`config.mk`:
```
export PLATFORM = sky130hd
export DESIGN_NAME = mem_interface
export DESIGN_NICKNAME = d
export VERILOG_FILES = /design/src/design/mem_pkg.sv /design/src/design/icache.sv /design/src/design/dcache.sv /design/src/design/mem_arbiter.sv /design/src/design/mem_model.sv /design/src/design/mem_interface.sv
export SDC_FILE = /design/constraint.sdc
export NUM_CORES = 2
export LEC_CHECK = 0
export BUFFER_PORTS_ARGS = -buffer_cell sky130_fd_sc_hd__buf_4
export CAP_MARGIN = 20
export CELL_PAD_IN_SITES_DETAIL_PLACEMENT = 1
export CELL_PAD_IN_SITES_GLOBAL_PLACEMENT = 2
export CORE_MARGIN = 2
export CORE_UTILIZATION = 50
export DETAILED_ROUTE_END_ITERATION = 10
export PLACE_DENSITY_LB_ADDON = 0.2
export SLEW_MARGIN = 0
export SYNTH_ARGS = -nofsm -noshare
export SYNTH_HDL_FRONTEND = slang
export SYNTH_MEMORY_MAX_BITS = 65536
export SYNTH_SLANG_ARGS = --single-unit
```
`constraint.sdc`:
```
create_clock -name clk -period 7.06 [get_ports clk]
set_input_delay 0.706 -clock clk [delete_from_list [all_inputs] [get_ports clk]]
set_output_delay 0.706 -clock clk [all_outputs]
set_load 0.1 [all_outputs]
```
`src/design/mem_pkg.sv`:
```
package mem_pkg;

    localparam int ADDR_W      = 16;                    // processor address width
    localparam int DATA_W      = 16;                    // word width
    localparam int CACHE_IDX_W = 4;                     // low address bits pick the line
    localparam int TAG_W       = ADDR_W - CACHE_IDX_W;  // remaining upper bits
    localparam int CACHE_DEPTH = 1 << CACHE_IDX_W;      // 16 one-word lines
    localparam int MEM_IDX_W   = 8;                     // memory word index, upper bits alias
    localparam int MEM_DEPTH   = 1 << MEM_IDX_W;        // 256 words
    localparam int MEM_LATENCY = 4;                     // accept edge to valid pulse

    localparam logic [DATA_W-1:0] MEM_INIT_PATTERN = 16'h5a5a;  // word i starts as i ^ pattern

    // cache controller states
    typedef enum logic [1:0] {
        ST_IDLE,                                        // hit or waiting for access
        ST_FILL,                                        // read miss, line fill pending
        ST_WRITE                                        // write-through pending
    } cache_state_e;

    // who holds the memory port
    typedef enum logic [1:0] {
        OWN_NONE,
        OWN_I,
        OWN_D
    } owner_e;

endpackage

```
`src/design/icache.sv`:
```
`timescale 1ns/1ns

module icache (
    input  logic                       clk,
    input  logic                       i_rst_n,
    input  logic [mem_pkg::ADDR_W-1:0] i_addr,          // fetch address (pc)
    input  logic [mem_pkg::DATA_W-1:0] i_mem_data,      // shared memory read word
    input  logic                       i_mem_data_vld,  // valid pulse, routed only when granted
    output logic                       o_read_req,      // fill request to arbiter
    output logic                       o_fsm_busy,      // stall the fetch stage
    output logic [mem_pkg::ADDR_W-1:0] o_miss_addr,     // address of the line to fill
    output logic [mem_pkg::DATA_W-1:0] o_data_out       // instruction word
);
    import mem_pkg::*;

    cache_state_e              state_q;                 // fill fsm
    logic [CACHE_DEPTH-1:0]    valid_q;                 // per-line valid bits
    logic [TAG_W-1:0]          tag_q  [CACHE_DEPTH];    // tag array
    logic [DATA_W-1:0]         data_q [CACHE_DEPTH];    // data array
    logic [CACHE_IDX_W-1:0]    idx;
    logic [TAG_W-1:0]          tag;
    logic                      hit;
    logic                      fill_done;

    assign idx       = i_addr[CACHE_IDX_W-1:0];         // direct mapped index
    assign tag       = i_addr[ADDR_W-1:CACHE_IDX_W];
    assign hit       = valid_q[idx] && (tag_q[idx] == tag);
    assign fill_done = (state_q == ST_FILL) && i_mem_data_vld;

    // request goes out in the miss cycle, held through the fill
    assign o_read_req  = ((state_q == ST_IDLE) && !hit) || (state_q == ST_FILL);
    assign o_fsm_busy  = !hit || (state_q == ST_FILL);  // falls once the line is written
    assign o_miss_addr = i_addr;                         // one-word lines, no offset
    assign o_data_out  = data_q[idx];                    // combinational hit path

    always_ff @(posedge clk) begin
        if (!i_rst_n) begin
            state_q <= ST_IDLE;
            valid_q <= '0;                               // cache starts empty
        end else begin
            case (state_q)
                ST_IDLE: begin
                    if (!hit) begin
                        state_q <= ST_FILL;              // wait for the memory word
                    end
                end
                ST_FILL: begin
                    if (i_mem_data_vld) begin
                        state_q      <= ST_IDLE;
                        valid_q[idx] <= 1'b1;            // line now usable
                    end
                end
                default: state_q <= ST_IDLE;             // icache never writes
            endcase
        end
    end

    // line payload
    always_ff @(posedge clk) begin
        if (fill_done) begin
            tag_q[idx]  <= tag;
            data_q[idx] <= i_mem_data;
        end
    end

endmodule

```
`src/design/dcache.sv`:
```
`timescale 1ns/1ns

module dcache (
    input  logic                       clk,
    input  logic                       i_rst_n,
    input  logic [mem_pkg::ADDR_W-1:0] i_addr,          // data address
    input  logic [mem_pkg::DATA_W-1:0] i_wdata,         // store data
    input  logic                       i_wrt_en,        // store strobe
    input  logic                       i_mem_en,        // access enable
    input  logic [mem_pkg::DATA_W-1:0] i_mem_data,      // shared memory read word
    input  logic                       i_mem_data_vld,  // valid pulse for this cache
    output logic                       o_read_req,      // line fill request
    output logic                       o_wrt_mem,       // write-through request
    output logic                       o_fsm_busy,      // stall the memory stage
    output logic [mem_pkg::ADDR_W-1:0] o_cache_addr,    // address toward memory
    output logic [mem_pkg::DATA_W-1:0] o_data_out       // load result
);
    import mem_pkg::*;

    cache_state_e              state_q;
    logic [CACHE_DEPTH-1:0]    valid_q;
    logic [TAG_W-1:0]          tag_q  [CACHE_DEPTH];
    logic [DATA_W-1:0]         data_q [CACHE_DEPTH];
    logic [CACHE_IDX_W-1:0]    idx;
    logic [TAG_W-1:0]          tag;
    logic                      hit;
    logic                      rd_miss;                 // load that needs a fill
    logic                      wr_start;                // store seen in idle
    logic                      line_we;                 // array payload write
    logic                      in_idle;

    assign idx      = i_addr[CACHE_IDX_W-1:0];
    assign tag      = i_addr[ADDR_W-1:CACHE_IDX_W];
    assign hit      = valid_q[idx] && (tag_q[idx] == tag);
    assign in_idle  = (state_q == ST_IDLE);
    assign rd_miss  = i_mem_en && !i_wrt_en && !hit;
    assign wr_start = i_mem_en && i_wrt_en;

    // requests raised combinationally in idle so memory can accept at once
    assign o_read_req = (in_idle && rd_miss) || (state_q == ST_FILL);
    assign o_wrt_mem  = (in_idle && wr_start) || (state_q == ST_WRITE);

    always_comb begin
        case (state_q)
            ST_IDLE:  o_fsm_busy = rd_miss || wr_start;
            ST_FILL:  o_fsm_busy = 1'b1;                 // drops when the line hits
            ST_WRITE: o_fsm_busy = !i_mem_data_vld;      // done on the write pulse
            default:  o_fsm_busy = 1'b0;
        endcase
    end

    assign o_cache_addr = i_addr;
    assign o_data_out   = data_q[idx];                   // valid when busy low, load enabled

    always_ff @(posedge clk) begin
        if (!i_rst_n) begin
            state_q <= ST_IDLE;
            valid_q <= '0;
        end else begin
            case (state_q)
                ST_IDLE: begin
                    if (wr_start) begin
                        state_q <= ST_WRITE;
                    end else if (rd_miss) begin
                        state_q <= ST_FILL;
                    end
                end
                ST_FILL: begin
                    if (i_mem_data_vld) begin
                        state_q      <= ST_IDLE;
                        valid_q[idx] <= 1'b1;
                    end
                end
                ST_WRITE: begin
                    if (i_mem_data_vld) begin
                        state_q <= ST_IDLE;              // no allocate on write miss
                    end
                end
                default: state_q <= ST_IDLE;
            endcase
        end
    end

    // fill writes tag and word, a store hit only refreshes the word
    assign line_we = i_mem_data_vld && ((state_q == ST_FILL) || ((state_q == ST_WRITE) && hit));

    always_ff @(posedge clk) begin
        if (line_we) begin
            if (state_q == ST_FILL) begin
                tag_q[idx]  <= tag;
                data_q[idx] <= i_mem_data;
            end else begin
                data_q[idx] <= i_wdata;                  // keep cache coherent with memory
            end
        end
    end

endmodule

```
`src/design/mem_arbiter.sv`:
```
`timescale 1ns/1ns

module mem_arbiter (
    input  logic                       clk,
    input  logic                       i_rst_n,
    input  logic                       i_i_read_req,    // icache fill request
    input  logic [mem_pkg::ADDR_W-1:0] i_i_addr,
    input  logic                       i_d_read_req,    // dcache fill request
    input  logic                       i_d_wrt_mem,     // dcache write-through
    input  logic [mem_pkg::ADDR_W-1:0] i_d_addr,
    input  logic [mem_pkg::DATA_W-1:0] i_d_wdata,
    input  logic                       i_mem_valid,     // memory done pulse
    output logic                       o_mem_en,
    output logic                       o_mem_wr,
    output logic [mem_pkg::ADDR_W-1:0] o_mem_addr,
    output logic [mem_pkg::DATA_W-1:0] o_mem_wdata,
    output logic                       o_i_data_vld,    // pulse back to icache
    output logic                       o_d_data_vld     // pulse back to dcache
);
    import mem_pkg::*;

    owner_e owner_q;                                    // locked until the valid pulse
    owner_e grant;                                      // owner seen by the memory this cycle
    logic   d_req;

    assign d_req = i_d_read_req || i_d_wrt_mem;

    // free port picks a requester now, icache first
    always_comb begin
        grant = owner_q;
        if (owner_q == OWN_NONE) begin
            if (i_i_read_req) begin
                grant = OWN_I;
            end else if (d_req) begin
                grant = OWN_D;
            end
        end
    end

    always_ff @(posedge clk) begin
        if (!i_rst_n) begin
            owner_q <= OWN_NONE;
        end else if (i_mem_valid) begin
            owner_q <= OWN_NONE;                         // transaction finished
        end else begin
            owner_q <= grant;                            // lock on accept
        end
    end

    assign o_mem_en    = (grant == OWN_I) ? i_i_read_req : ((grant == OWN_D) && d_req);
    assign o_mem_wr    = (grant == OWN_D) && i_d_wrt_mem;  // icache only reads
    assign o_mem_addr  = (grant == OWN_D) ? i_d_addr : i_i_addr;
    assign o_mem_wdata = i_d_wdata;                        // only dcache stores
    assign o_i_data_vld = i_mem_valid && (owner_q == OWN_I);
    assign o_d_data_vld = i_mem_valid && (owner_q == OWN_D);

endmodule

```
`src/design/mem_model.sv`:
```
`timescale 1ns/1ns

module mem_model (
    input  logic                       clk,
    input  logic                       i_rst_n,
    input  logic                       i_en,            // request, sampled when idle
    input  logic                       i_wr,            // 1 write, 0 read
    input  logic [mem_pkg::ADDR_W-1:0] i_addr,
    input  logic [mem_pkg::DATA_W-1:0] i_wdata,
    output logic [mem_pkg::DATA_W-1:0] o_rdata,         // read word, good with o_valid
    output logic                       o_valid          // one-cycle completion pulse
);
    import mem_pkg::*;

    logic [DATA_W-1:0]      mem_q [MEM_DEPTH];          // word array
    logic                   busy_q;                     // request in flight
    logic [2:0]             cnt_q;                      // latency counter
    logic                   wr_q;                       // latched request
    logic [MEM_IDX_W-1:0]   idx_q;
    logic [DATA_W-1:0]      wdata_q;

    // power-up contents, index xor pattern
    initial begin
        for (int i = 0; i < MEM_DEPTH; i++) begin
            mem_q[i] = DATA_W'(i) ^ MEM_INIT_PATTERN;
        end
    end

    always_ff @(posedge clk) begin
        if (!i_rst_n) begin
            busy_q  <= 1'b0;
            cnt_q   <= '0;
            o_valid <= 1'b0;
        end else begin
            o_valid <= 1'b0;                             // pulse by default
            if (!busy_q) begin
                if (i_en) begin
                    busy_q <= 1'b1;                      // accept edge
                    cnt_q  <= '0;
                end
            end else if (o_valid) begin
                busy_q <= 1'b0;                          // idle after the pulse
            end else if (cnt_q == 3'(MEM_LATENCY - 1)) begin
                o_valid <= 1'b1;
            end else begin
                cnt_q <= cnt_q + 3'd1;
            end
        end
    end

    // request capture and array access
    always_ff @(posedge clk) begin
        if (!busy_q && i_en) begin
            wr_q    <= i_wr;
            idx_q   <= i_addr[MEM_IDX_W-1:0];            // higher bits alias
            wdata_q <= i_wdata;
        end
        if (busy_q && !o_valid && (cnt_q == 3'(MEM_LATENCY - 1))) begin
            if (wr_q) begin
                mem_q[idx_q] <= wdata_q;                 // lands on the pulse
            end else begin
                o_rdata <= mem_q[idx_q];
            end
        end
    end

endmodule

```
`src/design/mem_interface.sv`:
```
`timescale 1ns/1ns

module mem_interface (
    input  logic                       clk,
    input  logic                       i_rst_n,
    input  logic [mem_pkg::ADDR_W-1:0] i_instr_addr,    // pc
    input  logic [mem_pkg::ADDR_W-1:0] i_data_addr,     // load/store address
    input  logic [mem_pkg::DATA_W-1:0] i_data_in,       // store data
    input  logic                       i_d_wrt_en,      // store strobe
    input  logic                       i_d_mem_en,      // data access enable
    output logic                       o_i_fsm_busy,
    output logic                       o_d_fsm_busy,
    output logic [mem_pkg::DATA_W-1:0] o_instr_out,
    output logic [mem_pkg::DATA_W-1:0] o_data_out
);
    import mem_pkg::*;

    logic              mem_en;                          // arbiter to memory
    logic              mem_wr;
    logic [ADDR_W-1:0] mem_addr;
    logic [DATA_W-1:0] mem_wdata;
    logic [DATA_W-1:0] mem_rdata;                       // shared read word
    logic              mem_valid;

    logic              i_read_req;                      // icache side
    logic              i_data_vld;
    logic [ADDR_W-1:0] i_miss_addr;

    logic              d_read_req;                      // dcache side
    logic              d_wrt_mem;
    logic              d_data_vld;
    logic [ADDR_W-1:0] d_cache_addr;

    icache u_icache (
        .clk            (clk),
        .i_rst_n        (i_rst_n),
        .i_addr         (i_instr_addr),
        .i_mem_data     (mem_rdata),
        .i_mem_data_vld (i_data_vld),
        .o_read_req     (i_read_req),
        .o_fsm_busy     (o_i_fsm_busy),
        .o_miss_addr    (i_miss_addr),
        .o_data_out     (o_instr_out)
    );

    dcache u_dcache (
        .clk            (clk),
        .i_rst_n        (i_rst_n),
        .i_addr         (i_data_addr),
        .i_wdata        (i_data_in),
        .i_wrt_en       (i_d_wrt_en),
        .i_mem_en       (i_d_mem_en),
        .i_mem_data     (mem_rdata),
        .i_mem_data_vld (d_data_vld),
        .o_read_req     (d_read_req),
        .o_wrt_mem      (d_wrt_mem),
        .o_fsm_busy     (o_d_fsm_busy),
        .o_cache_addr   (d_cache_addr),
        .o_data_out     (o_data_out)
    );

    mem_arbiter u_mem_arbiter (
        .clk            (clk),
        .i_rst_n        (i_rst_n),
        .i_i_read_req   (i_read_req),
        .i_i_addr       (i_miss_addr),
        .i_d_read_req   (d_read_req),
        .i_d_wrt_mem    (d_wrt_mem),
        .i_d_addr       (d_cache_addr),
        .i_d_wdata      (i_data_in),                     // store data straight from the port
        .i_mem_valid    (mem_valid),
        .o_mem_en       (mem_en),
        .o_mem_wr       (mem_wr),
        .o_mem_addr     (mem_addr),
        .o_mem_wdata    (mem_wdata),
        .o_i_data_vld   (i_data_vld),
        .o_d_data_vld   (d_data_vld)
    );

    mem_model u_mem_model (
        .clk            (clk),
        .i_rst_n        (i_rst_n),
        .i_en           (mem_en),
        .i_wr           (mem_wr),
        .i_addr         (mem_addr),
        .i_wdata        (mem_wdata),
        .o_rdata        (mem_rdata),
        .o_valid        (mem_valid)
    );

endmodule

```
**Yosys cells after proc, flatten, opt, wreduce, memory -nomap -nowiden**

Memories as Yosys holds them, arrays and structs flattened. A register that Yosys moved wholly into a read port is not among the register bits.
Index checks and enable logic that the tools add are counted.

- $add $sub $neg: 1
- Order comparisons: 4
- Equal/unequal tests: 16
- Multiplexer cells: 41
- Bitwise gates (word level): 6
- Reduce and logical (&&, ||, !) cells: 46

Operators with widths:

| operator | count |
|---|---|
| $or 16x16->16 | 2 |
| $eq 12x12->1 | 2 |
| $logic_and 1x1->1 | 20 |
| $mux 1 | 20 |
| $mux 16 | 1 |
| $mux 2 | 8 |
| $mux 3 | 4 |
| $lt 4x5->1 const B | 2 |
| $reduce_and 2->1 | 5 |
| $bmux 1 s4 | 2 |
| $demux 1 s4 | 2 |
| $eq 2x1->1 const B | 4 |
| $ge 4x1->1 const B | 2 |
| $mux 8 | 1 |
| $pmux 2 s2 | 2 |
| $logic_or 1x1->1 | 7 |
| $eq 2x2->1 const B | 3 |
| $logic_not 1->1 | 6 |
| $logic_not 2->1 | 3 |
| $ne 2x2->1 const B | 3 |
| $ne 2x1->1 const B | 2 |
| $reduce_or 2->1 | 2 |
| $add 3x1->3 const B | 1 |
| $eq 3x2->1 const B | 1 |
| 7 further kinds | 9 |

- Register bits: 68
- Bits in writable memories: 4,992
- Input port bits: 52
- Output and inout port bits: 34
- Logic and storage cells: 130
- Memories kept: 5

Memory list:

| memory | depth | width | rd ports | clocked after Yosys merged registers in | wr ports | RTL line | source |
|---|---|---|---|---|---|---|---|
| u_mem_model.mem_q | 256 | 16 | 1 | 1 | 1 | mem_model.sv:15 | `logic [DATA_W-1:0] mem_q [MEM_DEPTH];` |
| u_dcache.data_q | 16 | 16 | 1 | 0 | 1 | dcache.sv:23 | `logic [DATA_W-1:0] data_q [CACHE_DEPTH];` |
| u_icache.data_q | 16 | 16 | 1 | 0 | 1 | icache.sv:19 | `logic [DATA_W-1:0] data_q [CACHE_DEPTH];` |
| u_dcache.tag_q | 16 | 12 | 1 | 0 | 1 | dcache.sv:22 | `logic [TAG_W-1:0] tag_q [CACHE_DEPTH];` |
| u_icache.tag_q | 16 | 12 | 1 | 0 | 1 | icache.sv:18 | `logic [TAG_W-1:0] tag_q [CACHE_DEPTH];` |

**Longest topological paths before layout**

- Word-level depth: 16
- Depth in mapped cells: 14

**Hierarchy**

Synthesis repeated with hierarchy kept, for this count alone.

- Cell total of the unflattened synthesis: 8,479
- Area, all modules: 193,533.1 µm²

By module, submodules not included:

| module | instances | cells an instance | area an instance (µm²) | sequential area each (µm²) |
|---|---|---|---|---|
| mem_model | 1 | 6,757 | 156,332.4 | 124,329.2 |
| dcache | 1 | 861 | 18,565.3 | 13,813.2 |
| icache | 1 | 813 | 18,147.4 | 13,793.2 |
| mem_arbiter | 1 | 48 | 488.0 | 40.0 |

**Worst setup path before layout**

Ideal clock, no wire load.

- Path kind: input to output
- Start point: in i_data_addr[2] in the netlist's numbering
- End point: out o_d_fsm_busy
- Arrival: 4.567 ns
- Slack: 1.787 ns
- Cell stages on the path: 8
- Path buffers: 1
- Path through: buf_1 -> mux4_2 -> mux4_2 -> xor2_1 -> a221o_1 -> nor2_1 -> or4b_2 -> a21oi_1

- Word-level cells in the longest chain between the ends: 7
- Elaborated cells on any way between the ends: 9
- Classes of those cells: eq/ne: 1; mux: 3; reduce/logical: 4; memory: 1

RTL lines:

| what | RTL line | source |
|---|---|---|
| start, declared | mem_interface.sv:7 | `input logic [mem_pkg::ADDR_W-1:0] i_data_addr,` |
| $mem_v2 16x12 or $bmux 1 s4 (tied branches) | - |  |
| $eq 12x12->1 or $mux 1 (tied branches) | dcache.sv:34 | `assign hit = valid_q[idx] && (tag_q[idx] == tag);` |
| $logic_and 1x1->1 * | dcache.sv:34 |  |
| $logic_not 1->1 * | dcache.sv:36 | `assign rd_miss = i_mem_en && !i_wrt_en && !hit;` |
| $logic_and 1x1->1 * | dcache.sv:36 |  |
| $logic_or 1x1->1 * | dcache.sv:45 | `ST_IDLE: o_fsm_busy = rd_miss \|\| wr_start;` |
| $pmux 1 s3 * | dcache.sv:44 | `case (state_q)` |
| end, declared | mem_interface.sv:12 | `output logic o_d_fsm_busy,` |

Every way passes the cells marked *; elsewhere a longest branch is shown, timed or not. The select of a mux whose other input is x is not followed.

**Worst setup path after layout**

- Start point: in i_data_addr[3] in the netlist's numbering
- End point: out o_d_fsm_busy

The elaborated chain is that of the path after synthesis.

==> impl_metrics.py <==
metrics = {
    "setup_path": {
        "worst-path-max-fanout": 69,
        "max_stage_delay_ns": 0.80,
        "startpoint": "i_data_addr[3]",
        "path_common_cell": "buf_4",
        "cp-end-kind": "output pin",
        "path_buf_inv": 3,
        "timing.rr.start": "u_mem_model.cnt_q[0]",
        "critPathSlowestCell": "buf_4",
        "cp-start-kind": "input port",
        "critical_path_class": "in -> out",
        "worstPathArrival_ns": 4.66,
        "cp_top_family": "buffers and inverters",
        "required_ns": 6.35,
        "crit_chain": "buf_4 -> buf_4 -> mux2i_1 -> a22o_1 -> a221oi_1 -> xor2_1 -> nor4_1 -> o21ai_0 -> nor2_1 -> or4b_2 -> a21oi_1 -> buf_4",
    },
    "route": {
        "wirelength_um": 513000,
        "drcViolationCount": 0,
        "first_pass_iters": 6,
        "vias": 90100,
        "routedWlPerCell_um": 36.0,
        "ant_nets": 0,
        "viasPerCell": 6.31,
        "drtIter0Drc": 10500,
    },
    "floorplan": {
        "core_um2": 386000,
        "top_level_ports": 86,
        "num_rows": 228,
        "start_util": 0.503,
        "die_h_um": 627,
        "die_area_um2": 394000,
        "die-width_um": 627,
    },
    "global_routing": {
        "grt_pass1_vias": 94800,
        "grt_max_degree": 257,
        "grt_pass1_wl_um": 728000,
        "grt_util_all_layers": 0.263,
        "antenna_found_initial": 35,
        "grt-ovfl-total": 0,
    },
    "power": {
        "internal-power_uw": 49900,
        "power_frac_seq": 0.520,
        "p_comb_frac": 0.050,
        "power.share.clock": 0.429,
        "swShare": 0.216,
        "ir_drop_v": 0.000244,
        "cellPowerDensity_nw_per_um2": 286,
        "p_leak_uw": 0.0690,
        "total_power_uw": 63700,
        "p_sw_uw": 13700,
    },
    "clock_tree": {
        "htreeDepth": 6,
        "cts_tree": "built",
        "cts_made_buffers": 536,
        "clk-insertion-delay-late_ns": 1.06,
        "clkTransAtPathRegs_ns": 0.06,
        "cts.sinks": 5075,
        "ctsLongestPathBuffers": 4,
        "clock-root-buffer": "clkbuf_16",
    },
    "yosys": {
        "yosys.area_share.simple": 0.0114,
        "avgSynthCellArea_um2": 24.4,
        "synth-adder-area-share": 0.000386,
        "muxShareOfSynthArea": 0.189,
        "syn-cell-area_um2": 194000,
        "syn_inst": 7973,
        "synth_cell_type_count": 66,
        "synth_seq_cells": 5075,
        "synth-main-ff-cell": "edfxtp_1",
        "async_reset_ff_frac": 0,
        "syn_nets": 8031,
        "yosys_warnings": 0,
        "synth_seq_area_share": 0.782,
        "synth-xor-area-share": 0.00131,
        "synth_top_family_by_area": "multiplexers",
        "synth_edf_count": 5033,
        "synth-compound-area-share": 0.00707,
    },
    "timing": {
        "skew_ns": 0.0475,
        "finalSetupViolCount": 0,
        "worst_pin_slew_ns": 1.42,
        "slew_violations": 0,
        "fin_crit_ns": 5.37,
        "finalCritPeriodShare": 0.761,
        "slew_headroom": 0.0505,
        "setup_tns_ns": 0,
        "rsz0062_at_grt": "false",
        "hold_violations": 0,
        "clock.fmax_mhz": 186,
    },
    "placed_design": {
        "io_buffers": 85,
        "hpwl_um": 292000,
        "gp_congestion": 0.802,
    },
    "final_layout": {
        "post_route_cells_drive_above_1_share": 0.341,
        "n_fill_cell": 31400,
        "final_common_cell": "edfxtp_1",
        "area.growth.synth_to_final_pct": 14.3,
        "nNetsFinal": 8723,
        "layout_common_cells": "edfxtp_1 (5033), mux4_2 (1553), clkbuf_16 (542)",
    },
    "run": {
        "cap_violations": 0,
    },
    "worst_hold_path": {
        "worstHoldStart": "i_instr_addr[5]",
        "hp-class": "in -> reg",
    },
    "status": {
        "outcome": "complete, no violations",
    },
}
[per-stage QoR]
step	utilization	instance area [um^2]	setup WS, ns	instances	hold slack, ns
6_report	0.575	222000	1.69	14300	0.0759
2_1_floorplan	-	194000	1.79	7973	0.435
4_1_cts	0.574	222000	1.73	14200	0.000595
3_3_place_gp	0.529	204000	1.36	13200	0.442
5_1_grt	0.575	222000	1.46	14300	0.0357
3_5_place_dp	0.530	205000	1.36	13300	0.455
[sequential cells by signal, indices dropped and copies added (netlist names)]
register and flops:
u_mem_model.mem_q 4096, u_dcache.data_q 256, u_icache.data_q 256, u_dcache.tag_q 192, u_icache.tag_q 192, u_dcache.valid_q 16, u_icache.valid_q 16, u_mem_model.o_rdata 16
u_mem_model.wdata_q 16, u_mem_model.idx_q 8, u_mem_model.cnt_q 3, u_dcache.state_q 2, u_mem_arbiter.owner_q 2, u_icache.state_q 1, u_mem_model.busy_q 1, u_mem_model.o_valid 1
u_mem_model.wr_q 1
[cell type report]
type / count / area [um^2] / share of cell area
antenna: 15 / 37.5 / 0.000169
clock buffer: 678 / 14100 / 0.0636
clock inverter: 277 / 2790 / 0.0126
inverter: 10 / 37.5 / 0.000169
multi-input combinational: 2450 / 41200 / 0.186
sequential: 5075 / 152000 / 0.684
tap: 5175 / 6470 / 0.0291
timing repair buffer: 592 / 5500 / 0.0248
[final timing paths]
path | to | slack [ns] | cells past startpoint
min | u_icache.tag_q[1][1] | 0.08 | 1
max reg2reg | u_mem_model.mem_q[122][8] | 2.13 | 6
min reg2reg | u_dcache.valid_q[6] | 0.47 | 1
max | o_d_fsm_busy | 1.69 | 12
[synthesized netlist by cell type (all sizes together), types with 6 or more instances]
library cell,number,area (um^2)
edfxtp,5033,151000
mux4,1554,35000
nor2,334,1250
clkbuf,250,938
buf,188,838
mux2i,111,1110
nand2,68,255
mux2,45,537
dfxtp,42,841
o21a,33,248
a21oi,25,136
nand3,24,120
o21ai,23,115
a22oi,20,150
xnor2,19,166
nor2b,17,106
nor3,17,85.1
a22o,16,140
nand2b,13,81.3
a221oi,12,105
o211ai,11,87.6
o22ai,11,68.8
inv,10,37.5
xor2,10,87.6
nand4,9,56.3
a211o,6,52.6
ha,6,75.1
[timing repair]
action	in CTS	in global routing
setup endpoints to repair	0	0
hold buffers	37	0
endpoints found under the hold margin	310	0
buffers inserted	0	0
gates resized for setup	0	0
[power groups by stage]
stage | logic, uW | clock network (uW) | registers (uW)
finish | 3210 | 27300 | 33100
global route | 3370 | 28800 | 33100
CTS | 3240 | 27800 | 33100
detailed placement | 3210 | 0 | 33800
global placement | 3140 | 0 | 33800
floorplan | 1760 | 0 | 34000
[per-layer routing]
metal	GRT usage	up-vias	share of wire
li1	-	35900	-
met1	0.369	49800	0.40
met2	0.430	3764	0.49
met3	0.0488	676	0.076
met4	0.0683	6	0.027
met5	0	-	0.000066
[cell families (layout without fill, tap and decap cells)]
group,count (synthesis),count (layout)
AO/OA/AOI/OAI,189,189
XOR/XNOR,29,29
adder cells (fa/ha/maj),6,6
buffers and inverters,448,1557
flip-flops,5075,5075
multiplexers,1710,1710
other,0,15
AND/OR/NAND/NOR,516,516
Power figures use the tool's default switching activity.
